===== src/design/ialu_defs.svh =====
// Width and iteration-count macros for the integer ALU
// Word, shift amount and MDU counter sizes

`ifndef IALU_DEFS_SVH
`define IALU_DEFS_SVH

// ----------------------------------------
// Datapath widths
// ----------------------------------------
`define IALU_XLEN       32      // Data word width
`define IALU_SHAMT_W    5       // Shift amount from the low bits of operand 2

// ----------------------------------------
// Iterative MDU
// ----------------------------------------
`define IALU_CNT_W      5       // Iteration counter width

// Start value of the down counter that reaches zero after 32 steps
`define IALU_ITER_LAST  31

`endif


===== src/design/ialu_pkg.sv =====
// Shared enum types for the integer ALU
// Command codes, execute unit tags and MDU states

`default_nettype none

package ialu_pkg;

    typedef enum logic [4:0] {
        CMD_ADD,
        CMD_SUB,
        CMD_AND,
        CMD_OR,
        CMD_XOR,
        CMD_SLL,
        CMD_SRL,
        CMD_SRA,
        CMD_SLT,            // Signed less than
        CMD_SLTU,
        CMD_SEQ,
        CMD_SNE,
        CMD_SGE,
        CMD_SGEU,
        CMD_MUL,            // Low word of product
        CMD_MULH,
        CMD_MULHSU,
        CMD_MULHU,
        CMD_DIV,
        CMD_DIVU,
        CMD_REM,
        CMD_REMU
    } ialu_cmd_e;

    typedef enum logic [1:0] {
        UNIT_INT,           // Single-cycle integer unit
        UNIT_MUL,
        UNIT_DIV
    } ialu_unit_e;

    typedef enum logic [1:0] {
        MDU_IDLE,
        MDU_ITER,           // One bit per cycle
        MDU_CORR            // Sign fix for divide
    } mdu_state_e;

endpackage

`default_nettype wire


===== src/design/ialu_decode.sv =====
// Decode stage of the integer ALU
// Request capture, unit classification and ready generation

`timescale 1ns/1ps
`default_nettype none

`include "ialu_defs.svh"

module ialu_decode (
    input  logic                    clk,
    input  logic                    rst_n,
    input  logic                    op_vd,
    input  ialu_pkg::ialu_cmd_e     op_cmd,
    input  logic [`IALU_XLEN-1:0]   op1,
    input  logic [`IALU_XLEN-1:0]   op2,
    input  logic                    mdu_busy,
    output logic                    op_rdy,
    output logic                    dec_vd,
    output ialu_pkg::ialu_cmd_e     dec_cmd,
    output ialu_pkg::ialu_unit_e    dec_unit,
    output logic [`IALU_XLEN-1:0]   dec_op1,
    output logic [`IALU_XLEN-1:0]   dec_op2
);

    import ialu_pkg::*;

    logic           accept;
    ialu_unit_e     op_unit;

    // Hold off while a multiply or divide sits in decode or runs in the MDU
    assign op_rdy = ~mdu_busy & ~(dec_vd & (dec_unit != UNIT_INT));
    assign accept = op_vd & op_rdy;

    always_comb begin
        case (op_cmd)
            CMD_MUL, CMD_MULH, CMD_MULHSU, CMD_MULHU: op_unit = UNIT_MUL;
            CMD_DIV, CMD_DIVU, CMD_REM, CMD_REMU:     op_unit = UNIT_DIV;
            default:                                  op_unit = UNIT_INT;
        endcase
    end

    always_ff @(posedge clk or negedge rst_n) begin
        if (!rst_n) begin
            dec_vd <= 1'b0;
        end else begin
            dec_vd <= accept;           // One pulse per request
        end
    end

    always_ff @(posedge clk) begin
        if (accept) begin
            dec_cmd  <= op_cmd;
            dec_unit <= op_unit;
            dec_op1  <= op1;
            dec_op2  <= op2;
        end
    end

endmodule

`default_nettype wire


===== src/design/ialu_int_unit.sv =====
// Combinational integer execute unit
// Add/sub with flags, comparisons, logic operations and shifter

`timescale 1ns/1ps
`default_nettype none

`include "ialu_defs.svh"

module ialu_int_unit (
    input  ialu_pkg::ialu_cmd_e     dec_cmd,
    input  logic [`IALU_XLEN-1:0]   dec_op1,
    input  logic [`IALU_XLEN-1:0]   dec_op2,
    output logic [`IALU_XLEN-1:0]   int_res,
    output logic                    int_cmp
);

    import ialu_pkg::*;

    localparam int MSB = `IALU_XLEN - 1;

    logic                       sub;
    logic [`IALU_XLEN:0]        sum;        // Extra bit holds carry or borrow
    logic                       flag_c;
    logic                       flag_z;
    logic                       flag_s;
    logic                       flag_o;
    logic                       lt_s;
    logic [`IALU_SHAMT_W-1:0]   shamt;
    logic [`IALU_XLEN-1:0]      shft_res;

    // ----------------------------------------
    // Adder and flags
    // ----------------------------------------
    assign sub = (dec_cmd != CMD_ADD);      // Compares subtract too

    always_comb begin
        if (sub) begin
            sum = {1'b0, dec_op1} - {1'b0, dec_op2};
        end else begin
            sum = {1'b0, dec_op1} + {1'b0, dec_op2};
        end
    end

    assign flag_c = sum[`IALU_XLEN];        // Borrow on subtract
    assign flag_z = (sum[MSB:0] == '0);
    assign flag_s = sum[MSB];
    assign flag_o = (dec_op1[MSB] ^ dec_op2[MSB] ^ ~sub) & (sum[MSB] ^ dec_op1[MSB]);
    assign lt_s   = flag_s ^ flag_o;

    // ----------------------------------------
    // Shifter
    // ----------------------------------------
    assign shamt = dec_op2[`IALU_SHAMT_W-1:0];

    always_comb begin
        case (dec_cmd)
            CMD_SRL: shft_res = dec_op1 >> shamt;
            CMD_SRA: shft_res = $signed(dec_op1) >>> shamt;    // Sign fill
            default: shft_res = dec_op1 << shamt;
        endcase
    end

    // ----------------------------------------
    // Result mux
    // ----------------------------------------
    always_comb begin
        int_cmp = 1'b0;
        case (dec_cmd)
            CMD_ADD, CMD_SUB:          int_res = sum[MSB:0];
            CMD_AND:                   int_res = dec_op1 & dec_op2;
            CMD_OR:                    int_res = dec_op1 | dec_op2;
            CMD_XOR:                   int_res = dec_op1 ^ dec_op2;
            CMD_SLL, CMD_SRL, CMD_SRA: int_res = shft_res;
            CMD_SLT: begin
                int_cmp = lt_s;
                int_res = `IALU_XLEN'(int_cmp);
            end
            CMD_SLTU: begin
                int_cmp = flag_c;
                int_res = `IALU_XLEN'(int_cmp);
            end
            CMD_SEQ: begin
                int_cmp = flag_z;
                int_res = `IALU_XLEN'(int_cmp);
            end
            CMD_SNE: begin
                int_cmp = ~flag_z;
                int_res = `IALU_XLEN'(int_cmp);
            end
            CMD_SGE: begin
                int_cmp = ~lt_s;
                int_res = `IALU_XLEN'(int_cmp);
            end
            CMD_SGEU: begin
                int_cmp = ~flag_c;
                int_res = `IALU_XLEN'(int_cmp);
            end
            default: int_res = '0;              // MDU commands
        endcase
    end

endmodule

`default_nettype wire


===== src/design/ialu_mdu.sv =====
// Iterative multiply/divide unit
// Shift-add multiplier and restoring divider, one bit per cycle
// IDLE/ITER/CORR state machine with sign correction

`timescale 1ns/1ps
`default_nettype none

`include "ialu_defs.svh"

module ialu_mdu (
    input  logic                    clk,
    input  logic                    rst_n,
    input  logic                    dec_vd,
    input  ialu_pkg::ialu_unit_e    dec_unit,
    input  ialu_pkg::ialu_cmd_e     dec_cmd,
    input  logic [`IALU_XLEN-1:0]   dec_op1,
    input  logic [`IALU_XLEN-1:0]   dec_op2,
    output logic                    mdu_busy,
    output logic                    mdu_done,
    output logic [`IALU_XLEN-1:0]   mdu_res
);

    import ialu_pkg::*;

    localparam int XL = `IALU_XLEN;

    mdu_state_e                 state_q;
    mdu_state_e                 state_d;
    logic [`IALU_CNT_W-1:0]     cnt_q;
    ialu_unit_e                 unit_q;
    ialu_cmd_e                  cmd_q;
    logic [2*XL-1:0]            acc_q;      // High half partial product or remainder
    logic [2*XL-1:0]            acc_d;
    logic [XL-1:0]              opb_q;      // Multiplicand or divisor magnitude
    logic                       neg_q;      // Negate final result

    logic                       start;
    logic                       div_zero;
    logic                       is_rem;
    logic                       a_sgn;
    logic                       b_sgn;
    logic                       a_neg;
    logic                       b_neg;
    logic [XL-1:0]              a_mag;
    logic [XL-1:0]              b_mag;
    logic                       last_iter;
    logic [XL:0]                mul_sum;
    logic [XL:0]                rem_sh;
    logic [XL+1:0]              div_diff;
    logic [2*XL-1:0]            prod;
    logic [XL-1:0]              corr_sel;
    logic [XL-1:0]              dz_res;

    assign start     = dec_vd & (dec_unit != UNIT_INT);
    assign div_zero  = (dec_unit == UNIT_DIV) & (dec_op2 == '0);
    assign is_rem    = (dec_cmd == CMD_REM) | (dec_cmd == CMD_REMU);
    assign last_iter = (state_q == MDU_ITER) & (cnt_q == '0);

    // ----------------------------------------
    // Operand preparation
    // ----------------------------------------
    always_comb begin
        a_sgn = 1'b0;
        b_sgn = 1'b0;
        case (dec_cmd)
            CMD_MULH, CMD_DIV, CMD_REM: begin
                a_sgn = 1'b1;
                b_sgn = 1'b1;
            end
            CMD_MULHSU: a_sgn = 1'b1;
            default: ;
        endcase
    end

    assign a_neg = a_sgn & dec_op1[XL-1];
    assign b_neg = b_sgn & dec_op2[XL-1];
    assign a_mag = a_neg ? -dec_op1 : dec_op1;
    assign b_mag = b_neg ? -dec_op2 : dec_op2;

    // ----------------------------------------
    // Iteration step
    // ----------------------------------------
    always_comb begin
        mul_sum  = {1'b0, acc_q[2*XL-1:XL]} + (acc_q[0] ? {1'b0, opb_q} : '0);
        rem_sh   = {acc_q[2*XL-1:XL], acc_q[XL-1]};        // Next dividend bit in
        div_diff = {1'b0, rem_sh} - {2'b00, opb_q};
        if (unit_q == UNIT_MUL) begin
            acc_d = {mul_sum, acc_q[XL-1:1]};
        end else if (div_diff[XL+1]) begin
            acc_d = {rem_sh[XL-1:0], acc_q[XL-2:0], 1'b0};  // Restore
        end else begin
            acc_d = {div_diff[XL-1:0], acc_q[XL-2:0], 1'b1};
        end
    end

    assign prod     = neg_q ? -acc_d : acc_d;              // Last product step
    assign corr_sel = ((cmd_q == CMD_REM) | (cmd_q == CMD_REMU)) ? acc_q[2*XL-1:XL]
                                                                : acc_q[XL-1:0];
    assign dz_res   = is_rem ? dec_op1 : '1;

    // ----------------------------------------
    // State machine
    // ----------------------------------------
    always_comb begin
        state_d = state_q;
        case (state_q)
            MDU_IDLE: if (start & ~div_zero) state_d = MDU_ITER;
            MDU_ITER: begin
                if (cnt_q == '0) begin
                    state_d = (unit_q == UNIT_DIV) ? MDU_CORR : MDU_IDLE;
                end
            end
            default: state_d = MDU_IDLE;                  // CORR lasts one cycle
        endcase
    end

    always_ff @(posedge clk or negedge rst_n) begin
        if (!rst_n) begin
            state_q <= MDU_IDLE;
            cnt_q   <= '0;
            unit_q  <= UNIT_INT;
        end else begin
            state_q <= state_d;
            if (start) begin
                cnt_q  <= `IALU_CNT_W'(`IALU_ITER_LAST);
                unit_q <= dec_unit;
            end else if (state_q == MDU_ITER) begin
                cnt_q <= cnt_q - 1'b1;
            end
        end
    end

    always_ff @(posedge clk) begin
        if (start) begin
            acc_q <= {{XL{1'b0}}, a_mag};
            opb_q <= b_mag;
            neg_q <= is_rem ? a_neg : (a_neg ^ b_neg);
            cmd_q <= dec_cmd;
        end else if (state_q == MDU_ITER) begin
            acc_q <= acc_d;
        end
    end

    // ----------------------------------------
    // Outputs
    // ----------------------------------------
    assign mdu_busy = start | (state_q != MDU_IDLE);
    assign mdu_done = (start & div_zero) | (last_iter & (unit_q == UNIT_MUL)) |
                      (state_q == MDU_CORR);

    always_comb begin
        case (state_q)
            MDU_ITER: mdu_res = (cmd_q == CMD_MUL) ? prod[XL-1:0] : prod[2*XL-1:XL];
            MDU_CORR: mdu_res = neg_q ? -corr_sel : corr_sel;
            default:  mdu_res = dz_res;                    // Divide by zero
        endcase
    end

endmodule

`default_nettype wire


===== src/design/ialu_result.sv =====
// Result stage of the integer ALU
// Source select and output registers

`timescale 1ns/1ps
`default_nettype none

`include "ialu_defs.svh"

module ialu_result (
    input  logic                    clk,
    input  logic                    rst_n,
    input  logic                    dec_vd,
    input  ialu_pkg::ialu_unit_e    dec_unit,
    input  logic [`IALU_XLEN-1:0]   int_res,
    input  logic                    int_cmp,
    input  logic                    mdu_done,
    input  logic [`IALU_XLEN-1:0]   mdu_res,
    output logic [`IALU_XLEN-1:0]   res,
    output logic                    res_cmp,
    output logic                    res_vld
);

    import ialu_pkg::*;

    logic   int_take;

    assign int_take = dec_vd & (dec_unit == UNIT_INT);

    always_ff @(posedge clk or negedge rst_n) begin
        if (!rst_n) begin
            res_vld <= 1'b0;
        end else begin
            res_vld <= int_take | mdu_done;     // Never both at once
        end
    end

    always_ff @(posedge clk) begin
        if (int_take | mdu_done) begin
            res     <= int_take ? int_res : mdu_res;
            res_cmp <= int_take & int_cmp;      // No compare flag from MDU
        end
    end

endmodule

`default_nettype wire


===== src/design/ialu_top.sv =====
// Top level of the pipelined integer ALU
// Decode, integer unit, multiply/divide unit and result stage

`timescale 1ns/1ps
`default_nettype none

`include "ialu_defs.svh"

module ialu_top (
    input  logic                    clk,
    input  logic                    rst_n,
    input  logic                    op_vd,
    input  ialu_pkg::ialu_cmd_e     op_cmd,
    input  logic [`IALU_XLEN-1:0]   op1,
    input  logic [`IALU_XLEN-1:0]   op2,
    output logic                    op_rdy,
    output logic [`IALU_XLEN-1:0]   res,
    output logic                    res_cmp,
    output logic                    res_vld
);

    import ialu_pkg::*;

    logic                   dec_vd;
    ialu_cmd_e              dec_cmd;
    ialu_unit_e             dec_unit;
    logic [`IALU_XLEN-1:0]  dec_op1;
    logic [`IALU_XLEN-1:0]  dec_op2;
    logic                   mdu_busy;
    logic [`IALU_XLEN-1:0]  int_res;
    logic                   int_cmp;
    logic                   mdu_done;
    logic [`IALU_XLEN-1:0]  mdu_res;

    ialu_decode u_decode (
        .clk(clk), .rst_n(rst_n), .op_vd(op_vd), .op_cmd(op_cmd), .op1(op1), .op2(op2),
        .mdu_busy(mdu_busy), .op_rdy(op_rdy), .dec_vd(dec_vd), .dec_cmd(dec_cmd),
        .dec_unit(dec_unit), .dec_op1(dec_op1), .dec_op2(dec_op2)
    );

    ialu_int_unit u_int_unit (
        .dec_cmd(dec_cmd), .dec_op1(dec_op1), .dec_op2(dec_op2),
        .int_res(int_res), .int_cmp(int_cmp)
    );

    ialu_mdu u_mdu (
        .clk(clk), .rst_n(rst_n), .dec_vd(dec_vd), .dec_unit(dec_unit), .dec_cmd(dec_cmd),
        .dec_op1(dec_op1), .dec_op2(dec_op2), .mdu_busy(mdu_busy), .mdu_done(mdu_done),
        .mdu_res(mdu_res)
    );

    ialu_result u_result (
        .clk(clk), .rst_n(rst_n), .dec_vd(dec_vd), .dec_unit(dec_unit), .int_res(int_res),
        .int_cmp(int_cmp), .mdu_done(mdu_done), .mdu_res(mdu_res), .res(res),
        .res_cmp(res_cmp), .res_vld(res_vld)
    );

endmodule

`default_nettype wire


===== config.mk =====
export PLATFORM = sky130hd
export DESIGN_NAME = ialu_top
export DESIGN_NICKNAME = d
export VERILOG_FILES = /design/src/design/ialu_pkg.sv /design/src/design/ialu_decode.sv /design/src/design/ialu_int_unit.sv /design/src/design/ialu_mdu.sv /design/src/design/ialu_result.sv /design/src/design/ialu_top.sv
export VERILOG_INCLUDE_DIRS = /design/src /design/src/design
export SDC_FILE = /design/constraint.sdc
export NUM_CORES = 1
export LEC_CHECK = 0
export ABC_AREA = 1
export BUFFER_PORTS_ARGS = -buffer_cell sky130_fd_sc_hd__buf_2
export CELL_PAD_IN_SITES_DETAIL_PLACEMENT = 2
export CELL_PAD_IN_SITES_GLOBAL_PLACEMENT = 2
export CORE_MARGIN = 2
export CORE_UTILIZATION = 38
export DETAILED_ROUTE_END_ITERATION = 10
export PLACE_DENSITY_LB_ADDON = 0.15
export SLEW_MARGIN = 40
export SYNTH_ARGS = -nofsm -noshare
export SYNTH_HDL_FRONTEND = slang
export SYNTH_SLANG_ARGS = --single-unit

===== constraint.sdc =====
create_clock -name clk -period 20.2 [get_ports clk]
set_input_delay 4.04 -clock clk [delete_from_list [all_inputs] [get_ports clk]]
set_output_delay 4.04 -clock clk [all_outputs]
set_load 0.1 [all_outputs]

==> run metrics, run 1 <==
status finished clean; # DRC 0; pwr dens ~190 nW/um^2; CTS tree yes; post-CTS sizing 0; critical path type reg2reg; Synth Flop Type edfxtp_1; Max Slew Vio Count 0; Design Area, Final approximately 30,000 sq um; H-Tree Depth 1; Starting Density around two fifths; Mapped Area 27,700 sq um; final hold vios 0; first-pass GRT wire length approximately 230,000 microns; GPL Wtd Cong about 0.99; setup_tns 0 ns; Final Skew about 0.017 ns; Avg Inst Size Synth between 6 and 7 sq um; Max IR drop VDD around 0.14 mV; CP max stage delay 0.49 ns; Post-DRT Antenna Nets 0; placed cell count between 5,000 and 6,000; Synth warnings 0; hold_ws 0.554 ns; # clock sinks 217; actual slew at the worst max-slew pin around 0.94 ns; io pins about 110; final WL 157,000 microns; CTS Hold Buffers Added 0; vias post-DR between 30,000 and 40,000; vias per cell a little under 6; worst path required time between 20 and 25 ns; vias in the first global route approximately 35,000; crit share post-route 32.4%; register area share after synthesis 22.1%; die height between 200 and 300 microns; Critical Path Fanout Max 57; syn_nets roughly 4,900; Final Util approximately 42%; clk root buf clkbuf_16; Inserted Clock Buffers 30; post-synthesis register bit count approximately 220; post-detail-place hpwl 126,000 microns; Finish-stage setup viols 0; nature of the critical path startpoint register; CP endpoint kind register; CP max-delay cell inv_2; clock tree buffer depth 3; Iter 0 DRT Violations around 2,300; TritonRoute pass-1 iters 6; clock slew at reported path FFs 0.06 ns; Final Non-Filler Cells 5,601; Final #Nets about 4,900; Die X-Extent between 200 and 300 microns; Die ar. roughly 75,000 sq um; total setup buffers inserted after CTS 0; Post-Place Cell Area 29,200 sq um; core area around 73,000 sq um; GRT overflow 0; initial antenna violation count 4; Cell variety after synth 65; Max Cap Viol 0; gr usage total roughly 40%; Post-synth ARST share under 10%; WP data arrival between 6 and 7 ns; Site Rows a little under 100; DR WL/cell about 28 microns; later-pin clock latency in the skew report ~0.61 ns; Leak 14.6 nW; layout cells sized above 1 under 10%; largest net degree at the start of global routing 73; achievable frequency between 0.15 and 0.2 GHz; RSZ-0062 raised after global routing false; Syn-to-layout area delta 8.67%; clock period minus final worst setup slack between 6 and 7 ns; Slew Limit Headroom 36.8%; hold crit path type reg2reg; CP dominant cell by count nand2_1; EDFF count, synth ~170; Port Buffer Count around 110; Synth Instances approximately 4,600
==> layout by cell type, fill, tap and decap left out, drive strengths merged, types with 11 or more instances in the layout <==
cell type / instances
a21o: 12
a21oi: 265
a221oi: 29
a31oi: 19
buf: 161
clkbuf: 45
clkinv: 16
dfrtp: 11
dfxtp: 32
edfxtp: 174
ha: 172
inv: 655
mux2i: 13
nand2: 1330
nand3: 323
nand3b: 16
nand4: 69
nor2: 502
nor3: 58
nor4: 15
o211ai: 46
o21a: 11
o21ai: 447
o221ai: 15
o22ai: 33
o31ai: 23
xor2: 76
==> Yosys cell counts, drive strengths merged (6+ instances only) <==
cell type,count,area share (%)
clkbuf,131,1.8
edfxtp,174,19
o21bai,10,0.27
nand3,323,6.1
inv,650,8.8
nand2,1330,18
o311ai,7,0.22
o22ai,33,0.74
dfxtp,32,2.3
nor3,58,1.2
mux2i,13,0.47
a21o,12,0.32
a31oi,19,0.43
dfrtp,11,0.99
ha,172,7.8
o2111ai,6,0.19
xor2,76,2.4
o21ai,447,8.1
clkinv,12,0.16
nor4,15,0.39
buf,53,1.1
o221ai,15,0.47
o211ai,46,1.2
o21a,11,0.30
nand4,69,1.6
o31ai,23,0.62
a221oi,29,0.92
or2,10,0.23
nand3b,16,0.43
a21oi,265,4.8
xnor2,9,0.28
nor2,502,7.2
==> worst max-delay path, delay by kind of cell, from the launching register on <==
family | cells | cell delay [ns]
simple gates | 22 | 3.35
buf+inv | 2 | 0.82
fa+ha+maj | 2 | 0.75
compound gates | 3 | 0.55
xor+xnor | 2 | 0.43
flops | 1 | 0.37
==> state kept, by name, indices dropped and copies added (netlist names), 5 cells and up <==
register / cells
u_result.res: 32
u_mdu.opb_q: 32
u_decode.dec_cmd: 5
u_decode.dec_op1: 32
u_mdu.cnt_q: 5
u_decode.dec_op2: 32
u_mdu.cmd_q: 5
u_mdu.acc_q: 64
==> final cells by class <==
cell class | instances | area [sq um]
fillers | 9381 | 42500
repair buffers | 161 | 973
well taps | 959 | 1200
diodes | 1 | 2.50
flip-flops and latches | 217 | 6140
inverters | 662 | 2480
clock buffers | 45 | 868
clock inverters | 11 | 96.3
multi-input cells | 3545 | 18400
==> cell families after synthesis <==
group / count (synthesis) / share of synthesized area, %
compound gates: 942 / 19.2
mux: 13 / 0.469
flops: 217 / 22.1
buf+inv: 846 / 11.8
fa+ha+maj: 175 / 7.98
simple gates: 2330 / 35.7
xor+xnor: 85 / 2.69
==> report_power, final <==
part | switching, mW | internal [mW] | leakage, nW
registers | 0.231 | 0.726 | 2.01
clock network | 0.239 | 0.309 | 0.470
logic | 3.12 | 1.01 | 12.1
==> path summary, 6_finish.rpt <==
kind,end,from,slack [ns],depth (start not counted)
min,u_mdu.cnt_q[3],u_mdu.cnt_q[3],0.55,1
max,u_result.res[0],u_decode.dec_op2[1],13.65,31
max reg2reg,u_result.res[0],u_decode.dec_op2[1],13.65,31
max in group asynchronous,u_mdu.cnt_q[0],rst_n,16.67,1
min reg2reg,u_mdu.cnt_q[3],u_mdu.cnt_q[3],0.55,1
min in group asynchronous,u_decode.dec_vd,rst_n,3.31,1
==> routing by layer <==
metal  global-route usage (%)  share of wire [%]  vias to the layer above
met1                     46.5                 39                    16673
li1                         -                  -                    15210
met3                     5.84                5.4                      447
met5                        0              0.017                        -
met4                     27.6                8.0                        4
met2                     70.4                 48                     1079
==> through the flow <==
step / worst slack, ns / power (mW)
6_report: 13.65 / 5.63
5_1_grt: 13.16 / 5.97
4_1_cts: 13.71 / 5.54
3_5_place_dp: 13.71 / 4.95
3_3_place_gp: 13.93 / 4.80
2_1_floorplan: 10.34 / 3.51
No activity file was read; power rests on OpenSTA's default activity.
==> run 2, diff against run 1 <==
--- a/config.mk
+++ b/config.mk
@@ -11,7 +11,7 @@
 export CELL_PAD_IN_SITES_DETAIL_PLACEMENT = 2
 export CELL_PAD_IN_SITES_GLOBAL_PLACEMENT = 2
 export CORE_MARGIN = 2
-export CORE_UTILIZATION = 38
+export CORE_UTILIZATION = 31
 export DETAILED_ROUTE_END_ITERATION = 10
 export PLACE_DENSITY_LB_ADDON = 0.15
 export SLEW_MARGIN = 40
==> constraint.sdc (replaced) <==
create_clock -name clk -period 5.8 [get_ports clk]
set_input_delay 1.16 -clock clk [delete_from_list [all_inputs] [get_ports clk]]
set_output_delay 1.16 -clock clk [all_outputs]
set_load 0.1 [all_outputs]
==> run 2 against run 1 <==
Effect of this change: worst hold slack lost 0.14 ns; first-iteration DRC count shrank 5.8%; combinational power grew to 3.5 times the previous value; power grew to 3.5 times the previous value; clock power grew to 3.5 times the previous value; critical endpoint unchanged.
==> run metrics, run 2 (synthesized netlist as in run 1, its figures left out) <==
status finished clean (unchanged); later-pin clock latency in the skew report 0.61 ns (about the same); Leak 15.0 nW (was 14.6 nW); clock slew at reported path FFs 0.07 ns (was 0.06 ns); die height 303 microns (was 274 microns); Final Skew 0.0328 ns (was 0.0170 ns); TritonRoute pass-1 iters 5 (was 6); most common cell after layout, fill and taps aside nand2_1 (unchanged); Iter 0 DRT Violations 2,162 (was 2,294); # DRC 0 (unchanged); max reg flops 64 (unchanged); Syn-to-layout area delta 12.4% (was 8.67%); worst path cell trace nor2_1 > nand2_1 > nor2_4 > inv_1 > nand2_1 > o21ai_0 > fa_1 > inv_1 > nand3_1 > nand2_1 > a21oi_1 > o21ai_0 > xor2_1 > inv_1 > nand4_1 > nor3b_1 > buf_4 > nand3_1 > nand2_1 > nand4_1 > nand2_1 > nand2_1; Max Cap Viol 0 (unchanged); GPL Wtd Cong 0.990 (was 0.992); Max IR drop VDD 0.400 mV (was 0.139 mV); setup_tns 0 ns (unchanged); CP max-delay cell o21ai_0 (was inv_2); final hold vios 0 (unchanged); Reg with most FFs u_mdu.acc_q (unchanged); # clock sinks 217 (unchanged); layout cells sized above 1 9.41% (was 7.05%); Final WS setup 0.157 ns (was 13.65 ns); Die ar. 91,800 sq um (was 75,100 sq um); Tot Pwr 19.8 mW (was 5.63 mW); Max Slew Vio Count 0 (unchanged); Final Non-Filler Cells 5,875 (was 5,601); Worst Path Buf+Inv 4 (was 2); largest net degree at the start of global routing 71 (was 73); critical path type reg2reg (unchanged); Inserted Clock Buffers 30 (unchanged); Starting Density 31.3% (was 38.2%); fill cell count 11,110 (was 9,381); achievable frequency 0.177 GHz (was 0.153 GHz); post-detail-place hpwl 129,000 microns (was 126,000 microns); DR WL/cell 26.6 microns (was 28.0 microns); CP dominant cell by count nand2_1 (unchanged); Final #Nets 4,934 (was 4,864); vias post-DR 32,774 (was 33,413); pwr dens 634 nW/um^2 (was 187 nW/um^2); worst path required time 6.11 ns (was 20.56 ns); Critical Path Fanout Max 9 (was 57); gr usage total 33.6% (was 40.7%); Site Rows 109 (was 99); vias in the first global route 34,625 (was 35,217); core area 88,500 sq um (was 72,600 sq um); vias per cell 5.58 (was 5.97); clock tree buffer depth 3 (unchanged); io pins 107 (unchanged); hold crit path type in2async (was reg2reg); Post-DRT Antenna Nets 0 (unchanged); WP data arrival 5.95 ns (was 6.90 ns); initial antenna violation count 7 (was 4); nature of the critical path startpoint register (unchanged); crit share post-route 97.3% (was 32.4%); CP endpoint kind register (unchanged); Slew Limit Headroom 35.1% (was 36.8%); Post-Place Cell Area 29,800 sq um (was 29,200 sq um); clock period minus final worst setup slack 5.64 ns (was 6.55 ns); hold_ws 0.415 ns (was 0.554 ns); Port Buffer Count 106 (unchanged); Final Util 35.2% (was 41.5%); Design Area, Final 31,200 sq um (was 30,100 sq um); GRT overflow 0 (unchanged); CP max stage delay 0.73 ns (was 0.49 ns); CP top delay family simple AND/OR/NAND/NOR gates (unchanged); H-Tree Depth 1 (unchanged); final WL 157,000 microns (about the same); pre-CTS setup slack 0.189 ns (was 13.71 ns); Die X-Extent 303 microns (was 274 microns); most frequent cells in the layout 1,302 x nand2_1, 624 x inv_1, 466 x nor2_1 (was 1,310 x nand2_1, 626 x inv_1, 471 x nor2_1); CTS tree yes (unchanged); placed cell count 5,803 (was 5,544); clk root buf clkbuf_16 (unchanged); first-pass GRT wire length 229,000 microns (was 228,000 microns); actual slew at the worst max-slew pin 0.963 ns (was 0.938 ns); Finish-stage setup viols 0 (unchanged)
## run 2: changes by cell type in the layout (fill, tap and decap cells not counted), moves of 5 or more
cell / before / now
nor2_1: 471 / 466
clkbuf_1: 10 / 5
buf_4: 50 / 120
nand2_1: 1310 / 1302
a21oi_1: 263 / 257
o21ai_1: 51 / 46
a21oi_2: 1 / 7
nand2_2: 14 / 22
## run 2: layer usage
metal	part of all wire, %	GRT usage (%)	wire (microns)	vias up
met3	3.5	2.83	5440	280
met5	0.017	0	27	-
li1	-	-	-	15348
met1	42	40.1	65100	16460
met2	49	60.1	76600	682
met4	6.0	16.9	9330	4
## run 2: final cells by class
class                           count  area, sq um  share of cell area (%)
Multi-Input combinational cell   3545        18600                    59.7
Clock buffer                       36          795                    2.55
Tap cell                         1165         1460                    4.68
Clock inverter                     18          199                   0.638
Antenna cell                        1         2.50                 0.00803
Timing Repair Buffer              231         1490                    4.78
Sequential cell                   217         6140                    19.7
Inverter                          662         2480                    7.97
## run 2: repair_timing
item | 4_1_cts | 5_1_grt
resized for setup | 0 | 52
hold buffers | 0 | 0
setup endpoints to repair | 0 | 2
buffers inserted | 0 | 16
## run 2: worst paths after layout
kind	from	endpoint	slack (ns)	cells past startpoint
setup / recovery	u_decode.dec_cmd[3]	u_result.res[0]	0.16	22
hold / removal	rst_n	u_mdu.cnt_q[4]	0.41	1
setup reg to reg	u_decode.dec_cmd[3]	u_result.res[0]	0.16	22
hold reg to reg	u_mdu.cnt_q[4]	u_mdu.cnt_q[4]	0.52	2
max in group asynchronous	rst_n	u_decode.dec_vd	5.16	1
min in group clk	u_mdu.cnt_q[4]	u_mdu.cnt_q[4]	0.52	2
## run 2: power by group
| part | total [mW] | internal [mW] | switching [mW] |
|---|---|---|---|
| clock network | 1.94 | 1.11 | 0.826 |
| logic | 14.5 | 3.69 | 10.8 |
| registers | 3.28 | 2.52 | 0.756 |
## run 2: worst reg2reg max path, stage by stage (launching register included)
cell and delay [ns]:
edfxtp_1 0.41, nor2_1 0.62, nand2_1 0.37, nor2_4 0.23
inv_1 0.24, nand2_1 0.11, o21ai_0 0.15, fa_1 0.48
inv_1 0.18, nand3_1 0.09, nand2_1 0.16, a21oi_1 0.16
o21ai_0 0.73, xor2_1 0.20, inv_1 0.14, nand4_1 0.11
nor3b_1 0.41, buf_4 0.19, nand3_1 0.06, nand2_1 0.09
nand4_1 0.09, nand2_1 0.07, nand2_1 0.06
